<file path="src/design/cache_geom_pkg.sv">
// Cache geometry constants and vector types for address fields, words, lines and ways.

package cache_geom_pkg;

    // ----------------------------------------
    // Geometry.
    // ----------------------------------------
    localparam int ADDR_W         = 32;
    localparam int SET_COUNT      = 16;
    localparam int WAYS           = 4;
    localparam int WORDS_PER_LINE = 4;
    localparam int WORD_W         = 32;
    localparam int LINE_W         = WORDS_PER_LINE * WORD_W;
    localparam int INDEX_W        = $clog2(SET_COUNT);
    localparam int WORD_OFF_W     = $clog2(WORDS_PER_LINE);
    localparam int BYTE_OFF_W     = $clog2(WORD_W / 8);
    localparam int TAG_W          = ADDR_W - INDEX_W - WORD_OFF_W - BYTE_OFF_W;
    localparam int LINE_BYTES     = LINE_W / 8;

    // ----------------------------------------
    // Field types.
    // ----------------------------------------
    typedef logic [ADDR_W-1:0]     addr_t;
    typedef logic [TAG_W-1:0]      tag_t;
    typedef logic [INDEX_W-1:0]    index_t;
    typedef logic [WORD_OFF_W-1:0] word_off_t;
    typedef logic [BYTE_OFF_W-1:0] byte_off_t;

    // Way number, also used as an LRU age.
    typedef logic [$clog2(WAYS)-1:0] way_t;

    typedef logic [WORD_W-1:0] word_t;
    typedef logic [LINE_W-1:0] line_t;

endpackage

</file>
<file path="src/design/cache_op_pkg.sv">
// Store size encoding and per-line byte enable type.

package cache_op_pkg;

    // Store width requested by the controller.
    typedef enum logic [1:0] {
        STORE_BYTE = 2'd0,
        STORE_HALF = 2'd1,
        STORE_WORD = 2'd2
    } store_size_e;

    // One enable per byte of a cache line.
    typedef logic [cache_geom_pkg::LINE_BYTES-1:0] line_be_t;

endpackage

</file>
<file path="src/design/cache_lookup_if.sv">
// Lookup interface shared by the store aligner, tag array and data array.
`timescale 1ns/100ps

interface cache_lookup_if;
    import cache_geom_pkg::*;
    import cache_op_pkg::*;

    // Request fields and prepared store.
    index_t    index;
    tag_t      tag;
    word_off_t word_off;
    line_be_t  line_be;
    line_t     line_wdata;
    logic      store_ok;

    // Lookup results.
    way_t      hit_way;
    way_t      victim_way;
    logic      commit;

    modport align (output index, tag, word_off, line_be, line_wdata, store_ok);
    modport tags  (input index, tag, store_ok, output hit_way, victim_way, commit);
    modport data  (input index, word_off, line_be, line_wdata, hit_way, victim_way, commit);

endinterface

</file>
<file path="src/design/tag_lru_array.sv">
// Tag, valid, dirty and LRU storage with hit detect, victim choice and writeback address.
`timescale 1ns/100ps

module tag_lru_array (
    input  logic                  clk,
    input  logic                  arstn,
    input  logic                  i_write_en,
    input  logic                  i_refill_en,
    input  logic                  i_lru_update,
    output logic                  o_hit,
    output logic                  o_dirty,
    output cache_geom_pkg::addr_t o_wb_addr,
    cache_lookup_if.tags          lk
);
    import cache_geom_pkg::*;

    tag_t            tag_mem   [SET_COUNT][WAYS];
    logic [WAYS-1:0] valid_mem [SET_COUNT];
    logic [WAYS-1:0] dirty_mem [SET_COUNT];
    way_t            age_mem   [SET_COUNT][WAYS];

    logic [WAYS-1:0] hit_vec;
    logic [WAYS-1:0] victim_vec;

    // Lowest set bit to way number.
    function automatic way_t first_set(input logic [WAYS-1:0] vec);
        way_t w_idx;
        w_idx = '0;
        for (int w = WAYS - 1; w >= 0; w--) begin
            if (vec[w]) begin
                w_idx = way_t'(w);
            end
        end
        return w_idx;
    endfunction

    // ----------------------------------------
    // Lookup.
    // ----------------------------------------
    always_comb begin
        for (int w = 0; w < WAYS; w++) begin
            hit_vec[w]    = valid_mem[lk.index][w] && (tag_mem[lk.index][w] == lk.tag);
            victim_vec[w] = (age_mem[lk.index][w] == '0);
        end
    end

    assign o_hit         = |hit_vec;
    assign lk.hit_way    = first_set(hit_vec);
    assign lk.victim_way = first_set(victim_vec);
    assign lk.commit     = lk.store_ok & o_hit;

    assign o_dirty   = dirty_mem[lk.index][lk.victim_way];
    assign o_wb_addr = {tag_mem[lk.index][lk.victim_way], lk.index,
                        {(WORD_OFF_W + BYTE_OFF_W){1'b0}}};

    // ----------------------------------------
    // State update.
    // ----------------------------------------
    always_ff @(posedge clk) begin
        if (i_refill_en) begin
            tag_mem[lk.index][lk.victim_way] <= lk.tag;
        end
    end

    always_ff @(posedge clk or negedge arstn) begin
        if (!arstn) begin
            for (int s = 0; s < SET_COUNT; s++) begin
                valid_mem[s] <= '0;
                dirty_mem[s] <= '0;
                // Way w starts with age w.
                for (int w = 0; w < WAYS; w++) begin
                    age_mem[s][w] <= way_t'(w);
                end
            end
        end else begin
            if (i_refill_en) begin
                valid_mem[lk.index][lk.victim_way] <= 1'b1;
                dirty_mem[lk.index][lk.victim_way] <= 1'b0;
            end else if (lk.commit) begin
                dirty_mem[lk.index][lk.hit_way] <= 1'b1;
            end

            // Touched way becomes newest and newer ways shift down.
            if (i_lru_update && o_hit) begin
                for (int w = 0; w < WAYS; w++) begin
                    if (way_t'(w) == lk.hit_way) begin
                        age_mem[lk.index][w] <= way_t'(WAYS - 1);
                    end else if (age_mem[lk.index][w] > age_mem[lk.index][lk.hit_way]) begin
                        age_mem[lk.index][w] <= age_mem[lk.index][w] - way_t'(1);
                    end
                end
            end
        end
    end

    // ----------------------------------------
    // Checks.
    // ----------------------------------------
    a_write_refill_excl: assert property (
        @(posedge clk) disable iff (!arstn) !(i_write_en && i_refill_en)
    );

    a_single_hit: assert property (
        @(posedge clk) disable iff (!arstn) $onehot0(hit_vec)
    );

endmodule

</file>
<file path="src/flat_wrapper.sv">
// flat-port wrapper written by rule: the top's interface ports become plain ports
module tag_lru_array_flat import cache_geom_pkg::*;
  (clk, arstn, i_write_en, i_refill_en, i_lru_update, o_hit, o_dirty, o_wb_addr, lk_index, lk_tag, lk_store_ok, lk_hit_way, lk_victim_way, lk_commit);
  cache_lookup_if lk_i ();
  input  logic clk;
  input  logic arstn;
  input  logic i_write_en;
  input  logic i_refill_en;
  input  logic i_lru_update;
  output logic o_hit;
  output logic o_dirty;
  output cache_geom_pkg::addr_t o_wb_addr;
  input wire logic [$bits(lk_i.index)-1:0] lk_index;
  input wire logic [$bits(lk_i.tag)-1:0] lk_tag;
  input wire logic [$bits(lk_i.store_ok)-1:0] lk_store_ok;
  output wire logic [$bits(lk_i.hit_way)-1:0] lk_hit_way;
  output wire logic [$bits(lk_i.victim_way)-1:0] lk_victim_way;
  output wire logic [$bits(lk_i.commit)-1:0] lk_commit;
  assign lk_i.index = lk_index;
  assign lk_i.tag = lk_tag;
  assign lk_i.store_ok = lk_store_ok;
  assign lk_hit_way = lk_i.hit_way;
  assign lk_victim_way = lk_i.victim_way;
  assign lk_commit = lk_i.commit;
  tag_lru_array u_core (.clk(clk), .arstn(arstn), .i_write_en(i_write_en), .i_refill_en(i_refill_en), .i_lru_update(i_lru_update), .o_hit(o_hit), .o_dirty(o_dirty), .o_wb_addr(o_wb_addr), .lk(lk_i));
endmodule
</file>
<file path="config.mk">
export PLATFORM = sky130hd
export DESIGN_NAME = tag_lru_array_flat
export DESIGN_NICKNAME = d
export VERILOG_FILES = /design/src/design/cache_geom_pkg.sv /design/src/design/cache_op_pkg.sv /design/src/design/cache_lookup_if.sv /design/src/design/tag_lru_array.sv /design/src/flat_wrapper.sv
export SDC_FILE = /design/constraint.sdc
export NUM_CORES = 2
export LEC_CHECK = 0
export ABC_AREA = 1
export BUFFER_PORTS_ARGS = -buffer_cell sky130_fd_sc_hd__buf_4
export CORE_MARGIN = 10
export CORE_UTILIZATION = 50
export DETAILED_ROUTE_END_ITERATION = 12
export PLACE_DENSITY_LB_ADDON = 0.1
export SLEW_MARGIN = 15
export SYNTH_ARGS = -nofsm -noshare
export SYNTH_HDL_FRONTEND = slang
export SYNTH_SLANG_ARGS = --single-unit
</file>
<file path="constraint.sdc">
create_clock -name clk -period 8.7 [get_ports clk]
set_input_delay 0.87 -clock clk [delete_from_list [all_inputs] [get_ports clk]]
set_output_delay 0.87 -clock clk [all_outputs]
set_load 0.01 [all_outputs]
</file>
==> results by group <==
Yosys
  • Synth cell types: 39
  • Ys async rst share: 0.1429
  • Cell taking the most area after synthesis: edfxtp_1
  • Synthesized area: a little over 80000 um^2
  • Seq cells post-synth: 1792
  • Cell count after synthesis: ~8900
  • Most instantiated library cell after synthesis: nand2_1
  • Seq/Total Area, Yosys: 0.6445
  • Synth top area cells: edfxtp_1 57%, nand2_1 22%, dfrtp_1 5.9%, nor2_1 2.4%, dfstp_2 2.1%
  • Share of the synthesized area in the top cell type: 0.5651
  • Avg Cell Area, Syn: approximately 9 um^2
  • Synth warn: 0
  • Most common library cells after synthesis: 4753 x nand2_1, 1536 x edfxtp_1, 523 x nor2_1, 305 x nand3_1, 290 x inv_1
  • Post-synth EDFFs: 1536
  • Dominant synthesized flop cell: edfxtp_1

Clock tree
  • Setup Buffers After CTS: 0
  • Clock slew at reported path FFs: 0.06 ns
  • Worst skew pair latency: 0.86 ns
  • Sink Count: approximately 1800
  • Deepest clock path buffer count: 3
  • Hold-fix buffers at CTS: 0
  • Inserted Clock Buffers: 190
  • Post_cts resized: 0
  • CTS root buffer: clkbuf_16
  • TritonCTS clock tree: built
  • Htree depth: 4

Worst setup path
  • Arr. time, crit path: 6.41 ns
  • CP endpoint kind: primary output
  • Crit path max fanout: 37
  • Critical path startpoint category: input port
  • CP required: 7.83 ns
  • CP Class: in2out

Status
  • Status: complete, but fails checks
  • Failing checks: hold timing

Power
  • Total power: 18.80 mW
  • Combinational Power Share: 0.079
  • P_int: 14.20 mW
  • Leakage: 38.85 nW
  • PD cells: 206.6 nW/um^2
  • VDD IR max: 0.0002118 V
  • Clock Power Share: 0.421
  • Share of power burned in registers: 0.500
  • Sw Ratio: 0.2449
  • Psw: between 4 and 5 mW

Floorplanning
  • Die W: 424.1 um
  • Die Ht: 424.1 um
  • Rows: 148
  • # IOs: 73
  • Die area: 179800 um^2
  • Initial Utilization: 0.5021
  • Core region area: 162600 um^2

Timing
  • Clock Skew: 0.04351 ns
  • Fmax: roughly 0.14 GHz
  • Hold WS: -0.003964 ns
  • Fin. Hold Viols: 1
  • Setup-failing EPs final: 0
  • Fin crit share: 0.8373
  • Fin Setup TNS: 0 ns
  • RSZ-0062 raised after global routing: false
  • Relative slew slack: 0.2148
  • Worst-margin pin slew: 1.175 ns
  • Fin crit period: 7.285 ns
  • Fin. max-slew vios: 0

Detailed routing
  • Initial DRC count: 7860
  • Drt drc: 0
  • DR vias: approximately 63000
  • Antenna Violating Nets Remaining: 0
  • Final wirelength: 285700 um
  • WL/cell: 25.34 um
  • TritonRoute pass-1 iters: 8
  • Vias per inst: 5.614

Cells and area
  • Fin nets: 8978
  • Proportion of layout cells with a drive suffix above 1: 0.08355
  • Final core occ: 0.5599
  • Area Growth Syn to Fin: 11.51%

GRT
  • Total grt overflow: 0
  • Initial antenna violation count: 10
  • Vias in the first global route: slightly below 60000
  • Pin count of the biggest net entering global routing: 140
  • Total track usage: 0.3108
  • Global-route wire length before repair: 410200 um

Placed design
  • Input/output buffers: 67
  • Gp weighted congestion: 0.9646
  • Hpwl dp: 174500 um

Hold path
  • Type of the worst min-delay path: in2async

Job
  • Max-cap violation count: 0
==> worst max-delay path, cell delays in order <==
cell      delay, ns
buf_8          0.33
clkinv_8       0.27
nor2_4         0.45
clkinv_1       0.44
buf_4          0.41
o22ai_1        0.18
o21ai_0        0.15
nand4_1        0.25
inv_1          0.08
ha_1           0.26
inv_1          0.07
nand2_1        0.04
a21oi_1        0.44
buf_4          0.25
nor2_1         0.18
inv_2          0.40
nor2_1         0.10
a21oi_1        0.39
o221ai_1       0.48
buf_4          0.30
==> sequential cells by signal (all words and copies together), names as in the netlist <==
name	flops
u_core.dirty_mem	64
u_core.tag_mem	1536
u_core.valid_mem	64
u_core.age_mem	128
==> area by class of cell <==
| type | instances | area, um^2 |
|---|---|---|
| inverter | 322 | 1250 |
| timing repair buffer | 271 | 2307 |
| tap | 2175 | 2721 |
| multi-input combinational | 6355 | 26120 |
| clock inverter | 111 | 915.9 |
| clock buffer | 245 | 5097 |
| antenna | 2 | 5.005 |
| fill | 14370 | 71560 |
| sequential | 1792 | 52610 |
==> metal layers <==
metal | up-vias | GRT usage | wire (um)
met3 | 551 | 0.04666 | 25330
met4 | 2 | 0.1497 | 15330
met5 | - | 0 | 13
li1 | 29150 | - | -
met1 | 30550 | 0.4305 | 116100
met2 | 3039 | 0.4803 | 128900
==> final timing paths <==
| check | from | endpoint | slack, ns | cells past startpoint |
|---|---|---|---|---|
| max reg2reg | u_core.tag_mem[12][9] | u_core.age_mem[93] | 2.80 | 30 |
| min | arstn | u_core.valid_mem[44] | -0.004 | 1 |
| min in group clk | lk_tag[15] | u_core.tag_mem[1][63] | 0.43 | 1 |
| max | lk_index[1] | o_wb_addr[14] | 1.42 | 20 |
| max in group asynchronous | arstn | u_core.valid_mem[21] | 6.57 | 3 |
| min reg2reg | u_core.valid_mem[10] | u_core.valid_mem[10] | 0.46 | 2 |
==> layout by cell type, fill, tap and decap left out, types with 48 or more instances in the layout <==
master,netlist,routed
a21oi_1,99,99
buf_4,13,248
nand2_1,4753,4751
clkinv_1,7,53
nor2_1,523,458
clkbuf_16,0,195
o21ai_1,77,77
a22oi_1,53,53
nor2_2,3,53
dfstp_2,64,64
edfxtp_1,1536,1536
o21ai_0,258,258
nand3_1,305,305
or2_2,48,48
inv_1,290,289
dfrtp_1,192,192
nand4_1,91,91
==> per-stage QoR <==
step | hold slack, ns | setup slack (ns) | std cells | instance area, um^2
3_5_place_dp | 0.4424 | 1.093 | 10920 | 85010
6_report | -0.003964 | 1.415 | 11270 | 91020
5_1_grt | 0.02671 | 1.431 | 11270 | 91020
3_3_place_gp | 0.4356 | 1.135 | 10920 | 85010
2_1_floorplan | 0.4240 | 3.054 | 8889 | 81640
4_1_cts | 0.02302 | 1.554 | 11270 | 91020
==> cell families after synthesis <==
family          count (synthesis)  share of synthesized area
simple gates                 5768                     0.2758
other cells                     1                 0.00004594
buf+inv                       742                    0.03864
flops                        1792                     0.6445
fa+ha+maj                      12                   0.001839
compound gates                571                    0.03913
==> power groups by stage <==
stage | Sequential (mW) | Clock [mW] | Combinational (mW)
final | 9.40 | 7.91 | 1.49
after global routing | 9.40 | 8.33 | 1.59
after CTS | 9.40 | 7.99 | 1.47
after detailed placement | 9.58 | 0 | 1.47
after global placement | 9.58 | 0 | 1.45
after floorplan | 9.57 | 0 | 0.734
No activity file was read; power rests on OpenSTA's default activity.
