==> config.mk <==
export PLATFORM = sky130hd
export DESIGN_NAME = store_align_flat
export DESIGN_NICKNAME = d
export VERILOG_FILES = /design/src/design/cache_geom_pkg.sv /design/src/design/cache_op_pkg.sv /design/src/design/cache_lookup_if.sv /design/src/design/store_align.sv /design/src/flat_wrapper.sv
export SDC_FILE = /design/constraint.sdc
export NUM_CORES = 1
export LEC_CHECK = 0
export BUFFER_PORTS_ARGS = -buffer_cell sky130_fd_sc_hd__buf_4
export CORE_AREA = 2 2 93 95
export DETAILED_ROUTE_END_ITERATION = 6
export DIE_AREA = 0 0 95 97
export PLACE_DENSITY = 0.72
export SYNTH_ARGS = -nofsm -noshare
export SYNTH_HDL_FRONTEND = slang
export SYNTH_SLANG_ARGS = --single-unit
==> constraint.sdc <==
create_clock -name vclk -period 2.4
set_input_delay 0.36 -clock vclk [all_inputs]
set_output_delay 0.36 -clock vclk [all_outputs]
set_load 0.03 [all_outputs]
==> src/design/cache_geom_pkg.sv <==
// Cache geometry constants and vector types for address fields, words, lines and ways.

package cache_geom_pkg;

    // ----------------------------------------
    // Geometry.
    // ----------------------------------------
    localparam int ADDR_W         = 32;
    localparam int SET_COUNT      = 16;
    localparam int WAYS           = 4;
    localparam int WORDS_PER_LINE = 4;
    localparam int WORD_W         = 32;
    localparam int LINE_W         = WORDS_PER_LINE * WORD_W;
    localparam int INDEX_W        = $clog2(SET_COUNT);
    localparam int WORD_OFF_W     = $clog2(WORDS_PER_LINE);
    localparam int BYTE_OFF_W     = $clog2(WORD_W / 8);
    localparam int TAG_W          = ADDR_W - INDEX_W - WORD_OFF_W - BYTE_OFF_W;
    localparam int LINE_BYTES     = LINE_W / 8;

    // ----------------------------------------
    // Field types.
    // ----------------------------------------
    typedef logic [ADDR_W-1:0]     addr_t;
    typedef logic [TAG_W-1:0]      tag_t;
    typedef logic [INDEX_W-1:0]    index_t;
    typedef logic [WORD_OFF_W-1:0] word_off_t;
    typedef logic [BYTE_OFF_W-1:0] byte_off_t;

    // Way number, also used as an LRU age.
    typedef logic [$clog2(WAYS)-1:0] way_t;

    typedef logic [WORD_W-1:0] word_t;
    typedef logic [LINE_W-1:0] line_t;

endpackage

==> src/design/cache_op_pkg.sv <==
// Store size encoding and per-line byte enable type.

package cache_op_pkg;

    // Store width requested by the controller.
    typedef enum logic [1:0] {
        STORE_BYTE = 2'd0,
        STORE_HALF = 2'd1,
        STORE_WORD = 2'd2
    } store_size_e;

    // One enable per byte of a cache line.
    typedef logic [cache_geom_pkg::LINE_BYTES-1:0] line_be_t;

endpackage

==> src/design/cache_lookup_if.sv <==
// Lookup interface shared by the store aligner, tag array and data array.
`timescale 1ns/100ps

interface cache_lookup_if;
    import cache_geom_pkg::*;
    import cache_op_pkg::*;

    // Request fields and prepared store.
    index_t    index;
    tag_t      tag;
    word_off_t word_off;
    line_be_t  line_be;
    line_t     line_wdata;
    logic      store_ok;

    // Lookup results.
    way_t      hit_way;
    way_t      victim_way;
    logic      commit;

    modport align (output index, tag, word_off, line_be, line_wdata, store_ok);
    modport tags  (input index, tag, store_ok, output hit_way, victim_way, commit);
    modport data  (input index, word_off, line_be, line_wdata, hit_way, victim_way, commit);

endinterface

==> src/design/store_align.sv <==
// Address split, store misalignment check, byte enables and lane replication.
`timescale 1ns/100ps

module store_align (
    input  cache_geom_pkg::addr_t     i_addr,
    input  cache_geom_pkg::word_t     i_wdata,
    input  cache_op_pkg::store_size_e i_store_size,
    input  logic                      i_write_en,
    output logic                      o_misaligned,
    cache_lookup_if.align             lk
);
    import cache_geom_pkg::*;
    import cache_op_pkg::*;

    byte_off_t  byte_off;
    logic [3:0] lane_mask;

    // Tag, set, word and byte fields from high to low.
    assign {lk.tag, lk.index, lk.word_off, byte_off} = i_addr;

    // ----------------------------------------
    // Size decode.
    // ----------------------------------------
    always_comb begin
        case (i_store_size)
            STORE_BYTE: begin
                o_misaligned  = 1'b0;
                lane_mask     = 4'b0001;
                lk.line_wdata = {LINE_BYTES{i_wdata[7:0]}};
            end
            STORE_HALF: begin
                o_misaligned  = byte_off[0];
                lane_mask     = 4'b0011;
                lk.line_wdata = {(LINE_BYTES / 2){i_wdata[15:0]}};
            end
            STORE_WORD: begin
                o_misaligned  = |byte_off;
                lane_mask     = 4'b1111;
                lk.line_wdata = {WORDS_PER_LINE{i_wdata}};
            end
            default: begin
                // Unused encoding, never stored.
                o_misaligned  = 1'b1;
                lane_mask     = '0;
                lk.line_wdata = '0;
            end
        endcase
    end

    // Enables start at byte word_off*4 + byte_off.
    assign lk.line_be  = line_be_t'(lane_mask) << {lk.word_off, byte_off};
    assign lk.store_ok = i_write_en & ~o_misaligned;

endmodule

==> src/flat_wrapper.sv <==
// flat-port wrapper written by rule: the top's interface ports become plain ports
module store_align_flat import cache_geom_pkg::*; import cache_op_pkg::*;
  (i_addr, i_wdata, i_store_size, i_write_en, o_misaligned, lk_index, lk_tag, lk_word_off, lk_line_be, lk_line_wdata, lk_store_ok);
  cache_lookup_if lk_i ();
  input  cache_geom_pkg::addr_t i_addr;
  input  cache_geom_pkg::word_t i_wdata;
  input  cache_op_pkg::store_size_e i_store_size;
  input  logic i_write_en;
  output logic o_misaligned;
  output wire logic [$bits(lk_i.index)-1:0] lk_index;
  output wire logic [$bits(lk_i.tag)-1:0] lk_tag;
  output wire logic [$bits(lk_i.word_off)-1:0] lk_word_off;
  output wire logic [$bits(lk_i.line_be)-1:0] lk_line_be;
  output wire logic [$bits(lk_i.line_wdata)-1:0] lk_line_wdata;
  output wire logic [$bits(lk_i.store_ok)-1:0] lk_store_ok;
  assign lk_index = lk_i.index;
  assign lk_tag = lk_i.tag;
  assign lk_word_off = lk_i.word_off;
  assign lk_line_be = lk_i.line_be;
  assign lk_line_wdata = lk_i.line_wdata;
  assign lk_store_ok = lk_i.store_ok;
  store_align u_core (.i_addr(i_addr), .i_wdata(i_wdata), .i_store_size(i_store_size), .i_write_en(i_write_en), .o_misaligned(o_misaligned), .lk(lk_i));
endmodule
==> results.tsv, run 1 <==
stage	metric	value	unit
floorplan	Initial Util	21.9	%
global_routing	pin count of the biggest net entering global routing	25	
global_routing	met1 usage	12.5	%
synthesis	largest family of logic cells by synthesized area	buffers and inverters	
status	status	finished, final reports clean	
cells_and_area	commonest non-fill, non-tap cell in the layout	buf_4	
worst_setup_path	worst endpoint required time	2.04	ns
global_routing	vias in the first global route	1603	
floorplan	die height	97	um
worst_setup_path	worst setup path class	input pin to output pin	
synthesis	Yosys cell types	34	
cts	Hold Buf Count CTS	0	
sta	f_max	458	MHz
cells_and_area	ratio of cells with drive above 1 in the final layout	63.3	%
detailed_routing	Routed WL per cell	15.0	um
worst_setup_path	Crit. End Element	output pin	
worst_hold_path	HP Class	input pin to output pin	
worst_hold_path	Hold Path Cell Cnt	0	
synthesis	post-synthesis adder-cell area fraction	3.51	%
cells_and_area	final net count	390	
cells_and_area	ANT cells	0	
placed_design	Placement Setup Slack	0.160	ns
detailed_routing	via count	1826	
sta	period utilization	91.1	%
synthesis	synthesis warning total	0	
global_routing	M2 GR Usage	24.8	%
worst_setup_path	CP dominant cell by count	buf_4	
placed_design	Port-buffer cells	187	
sta	Max Slew Vio Count	0	
floorplan	Die Width	95	um
sta	hold slack	0.720	ns
synthesis	Synth Cell Area	1780	um2
global_routing	GR Overflow Total	0	
global_routing	initial antenna violation count	0	
worst_setup_path	Arr. time, crit path	1.83	ns
sta	Final setup viols	0	
sta	Fin. Hold Viols	0	
floorplan	die area	9220	um2
cts	Post-CTS Setup Inserts	0	
worst_setup_path	Worst setup endpoint	lk_line_wdata[77]	
sta	final setup margin	0.215	ns
synthesis	Post-Synth Simple-Gate Area	18.0	%
cells_and_area	most frequent cells in the layout	buf_4 (192), nand2_1 (21), a21oi_1 (21)	
floorplan	Core Box Area	8130	um2
worst_setup_path	worst path bufs/invs	4	
worst_setup_path	Crit. path cell count	7	
synthesis	Mapped Nets	335	
detailed_routing	residual DRC count	0	
floorplan	Boundary Pins	243	
sta	post-layout min period	2.19	ns
global_routing	first-pass GRT wire length	8920	um
detailed_routing	Final ANT Viol Nets	0	
detailed_routing	DRT iter0 DRCs	36	
placed_design	DP HPWL	5240	um
worst_setup_path	critical-path cell list	buf_4 > inv_1 > ha_1 > buf_12 > nand2_1 > a21oi_1 > buf_4	
worst_setup_path	family with the most delay on the worst path	buffers and inverters	
cells_and_area	seq_cells	0	
detailed_routing	drt first pass iters	4	
worst_setup_path	Crit. Startpoint	i_store_size[0]	
cells_and_area	Post-Layout Cell Count	421	
sta	total negative setup slack	0	ns
global_routing	M3 GR Usage	1.48	%
synthesis	register area share after synthesis	0	%
worst_setup_path	CP max stage cell	a21oi_1	
synthesis	area fraction in compound gates after synthesis	17.6	%
worst_setup_path	max incr delay on CP	0.36	ns
cells_and_area	Layout area overhead	30.9	%
detailed_routing	detail-routed via count per cell	4.34	
cells_and_area	clkbuf count	0	
cells_and_area	Storage cell area	0	um2
power_and_ir_drop	pwr dens	401	nW/um2
worst_setup_path	CP Launch Type	input pin	
detailed_routing	final WL	6310	um
cts	Resized Gates After CTS	0	
power_and_ir_drop	leakage	1.27	nW
sta	Slew HR	72.6	%
placed_design	DP Cell Count	421	
synthesis	Post-Synthesis Cells	263	
global_routing	busiest grt layer	met2	
flow_run	Max Cap Violations	0	
synthesis	Synth Area per Inst	6.78	um2
synthesis	Synth Area in XOR/XNOR	0.491	%
sta	RSZ-0062 raised after global routing	no	
global_routing	GRT Resource Usage Total	11.9	%
sta	worst-margin pin slew	0.412	ns
worst_setup_path	CP max FO	17	
power_and_ir_drop	Peak VDD IR	115	uV
placed_design	gpl congestion	0.647	
floorplan	row count	33	
synthesis	post-synthesis mux area share	1.19	%
[power by group]
group	internal [mW]	leakage, nW	switching (mW)	total (mW)
sequential	0	0	0	0
combinational	0.329	1.27	0.609	0.937
clock	0	0	0	0
[synthesized netlist by cell type, drive strengths merged (3+ instances only)]
| library cell | instances | area [um2] |
|---|---|---|
| nand2b | 3 | 18.8 |
| nand2 | 21 | 78.8 |
| a22oi | 16 | 130 |
| ha | 5 | 62.6 |
| a31oi | 3 | 25.0 |
| and2 | 8 | 50.1 |
| nor3 | 4 | 20.0 |
| a21oi | 21 | 105 |
| nor2 | 17 | 63.8 |
| inv | 3 | 11.3 |
| nor2b | 4 | 25.0 |
| buf | 139 | 1040 |
[stage by stage]
step / power [mW] / instance area [um2] / util (%)
after floorplan: 0.819 / 1780 / -
after global placement: 0.934 / 2330 / 28.7
after detailed placement: 0.942 / 2330 / 28.7
after CTS: 0.944 / 2330 / 28.7
after global routing: 0.987 / 2330 / 28.7
final: 0.937 / 2330 / 28.7
[cell type report]
type | count | area [um2]
fill | 879 | 5800
timing repair buffer | 193 | 1460
multi-input combinational | 120 | 731
tap | 105 | 131
inverter | 3 | 11.3
[logic make-up (layout without fill, tap and decap cells)]
family / after synthesis / in the layout
buf+inv: 143 / 196
compound gates: 47 / 47
simple gates: 65 / 65
xor+xnor: 1 / 1
mux: 2 / 2
fa+ha+maj: 5 / 5
[worst min path at each step]
stage | startpoint | to
finish | i_addr[5] | lk_index[1]
global route | i_addr[9] | lk_tag[1]
CTS | i_addr[20] | lk_tag[12]
detailed placement | i_addr[20] | lk_tag[12]
global placement | i_addr[20] | lk_tag[12]
floorplan | i_addr[3] | lk_line_be[1]
[layer usage]
layer  vias to the layer above  share of wire, %
met3                        12               9.4
li1                        846                 -
met1                       846                34
met2                       122                55
met5                         -                 0
met4                         0               1.2
Note: power is estimated with default switching activity, not from simulation.
==> run 2: changes to the inputs <==
MAX_ROUTING_LAYER = met4   (was unset)
==> run 2 against run 1 <==
Against the previous run: utilization unchanged; die area unchanged; cell area unchanged; flip-flop and latch count unchanged; routed wire length increased by 0.22%; worst setup slack worse by 0.014 ns; count of clock-buffer cells in the layout stayed put; non-clock buffer count unchanged; critical path depth stayed put; worst hold slack did not move; power about the same; critical path type unchanged.
==> results.tsv, run 2 (synthesized netlist as in run 1, its figures left out) <==
stage	metric	value	unit
cts	Resized Gates After CTS	0	
cells_and_area	final net count	390	
power_and_ir_drop	pwr dens	401	nW/um2
worst_setup_path	CP max FO	17	
worst_setup_path	Arr. time, crit path	1.84	ns
global_routing	first-pass GRT wire length	8910	um
floorplan	Die Width	95	um
power_and_ir_drop	leakage	1.27	nW
detailed_routing	drt first pass iters	4	
floorplan	die height	97	um
global_routing	pin count of the biggest net entering global routing	25	
worst_setup_path	Crit. Startpoint	i_store_size[0]	
status	status	finished, final reports clean	
sta	Slew HR	72.3	%
power_and_ir_drop	Reg power frac	0	%
cells_and_area	Layout Utilization	28.7	%
flow_run	Max Cap Violations	0	
sta	RSZ-0062 raised after global routing	no	
cells_and_area	Layout area overhead	30.9	%
placed_design	Port-buffer cells	187	
detailed_routing	Routed WL per cell	15.0	um
placed_design	Placement Setup Slack	0.160	ns
worst_hold_path	min-delay src	i_addr[5]	
worst_hold_path	HP Class	input pin to output pin	
sta	Max Slew Vio Count	0	
worst_setup_path	worst path bufs/invs	4	
sta	worst-margin pin slew	0.415	ns
sta	final setup margin	0.200	ns
power_and_ir_drop	P_sw	608	uW
sta	f_max	455	MHz
detailed_routing	Final ANT Viol Nets	0	
sta	post-layout min period	2.20	ns
sta	Fin. Hold Viols	0	
global_routing	GRT Resource Usage Total	12.3	%
worst_setup_path	CP dominant cell by count	buf_4	
power_and_ir_drop	combinational power share	100.0	%
worst_setup_path	max incr delay on CP	0.37	ns
cells_and_area	seq_cells	0	
cells_and_area	most frequent cells in the layout	buf_4 (192), nand2_1 (21), a21oi_1 (21)	
worst_setup_path	worst setup path class	input pin to output pin	
detailed_routing	DRT iter0 DRCs	48	
floorplan	die area	9220	um2
global_routing	GR Overflow Total	0	
worst_setup_path	worst endpoint required time	2.04	ns
floorplan	Core Box Area	8130	um2
power_and_ir_drop	Peak VDD IR	116	uV
detailed_routing	final WL	6320	um
power_and_ir_drop	internal power	329	uW
worst_setup_path	family with the most delay on the worst path	buffers and inverters	
detailed_routing	residual DRC count	0	
detailed_routing	via count	1815	
cells_and_area	ANT cells	0	
worst_setup_path	Crit. End Element	output pin	
sta	period utilization	91.7	%
cts	Hold Buf Count CTS	0	
detailed_routing	detail-routed via count per cell	4.31	
cells_and_area	ratio of cells with drive above 1 in the final layout	63.3	%
cells_and_area	clkbuf count	0	
power_and_ir_drop	Power Total	937	uW
cts	Post-CTS Setup Inserts	0	
placed_design	DP Cell Count	421	
power_and_ir_drop	switching part of the total	64.9	%
cells_and_area	commonest non-fill, non-tap cell in the layout	buf_4	
power_and_ir_drop	Clk network pwr share	0	%
cells_and_area	Storage cell area	0	um2
cells_and_area	Post-Layout Cell Count	421	
global_routing	initial antenna violation count	0	
floorplan	row count	33	
global_routing	vias in the first global route	1603	
worst_setup_path	CP max stage cell	a21oi_1	
sta	Final setup viols	0	
floorplan	Initial Util	21.9	%
worst_setup_path	CP Launch Type	input pin	
worst_setup_path	critical-path cell list	buf_4 > inv_1 > ha_1 > buf_12 > nand2_1 > a21oi_1 > buf_4	
placed_design	DP HPWL	5240	um
floorplan	Boundary Pins	243	
placed_design	gpl congestion	0.653	
sta	total negative setup slack	0	ns
## run 2: cell counts in the layout (fill, tap and decap cells not counted)
Identical to the previous run, type by type.
## run 2: power groups by stage
stage                     registers, mW  clock network, mW  logic (mW)
final                                 0                  0       0.937
after global routing                  0                  0       0.987
after floorplan                       0                  0       0.819
after CTS                             0                  0       0.944
after detailed placement              0                  0       0.942
after global placement                0                  0       0.934
## run 2: stage by stage
step | instance area [um2] | hold WS (ns)
6_report | 2330 | 0.720
5_1_grt | 2330 | 0.720
4_1_cts | 2330 | 0.720
3_5_place_dp | 2330 | 0.720
3_3_place_gp | 2330 | 0.720
2_1_floorplan | 1780 | 0.844
## run 2: metal layers
layer  global-route usage [%]  part of all wire [%]  vias up
met3                     1.01                   9.1       12
li1                         -                     -      846
met4                     1.45                   1.2        0
met5                        -                     0        -
met1                     12.7                    35      834
met2                     24.9                    55      123
## run 2: final timing paths
| kind | to | slack, ns | depth (start not counted) |
|---|---|---|---|
| worst max-delay path | lk_line_wdata[77] | 0.20 | 7 |
| worst min-delay path | lk_index[1] | 0.72 | 0 |
## run 2: layout make-up
cell class | instances | area [um2]
inverter | 3 | 11.3
multi-input combinational | 120 | 731
timing repair buffer | 193 | 1460
tap | 105 | 131
fill | 879 | 5800
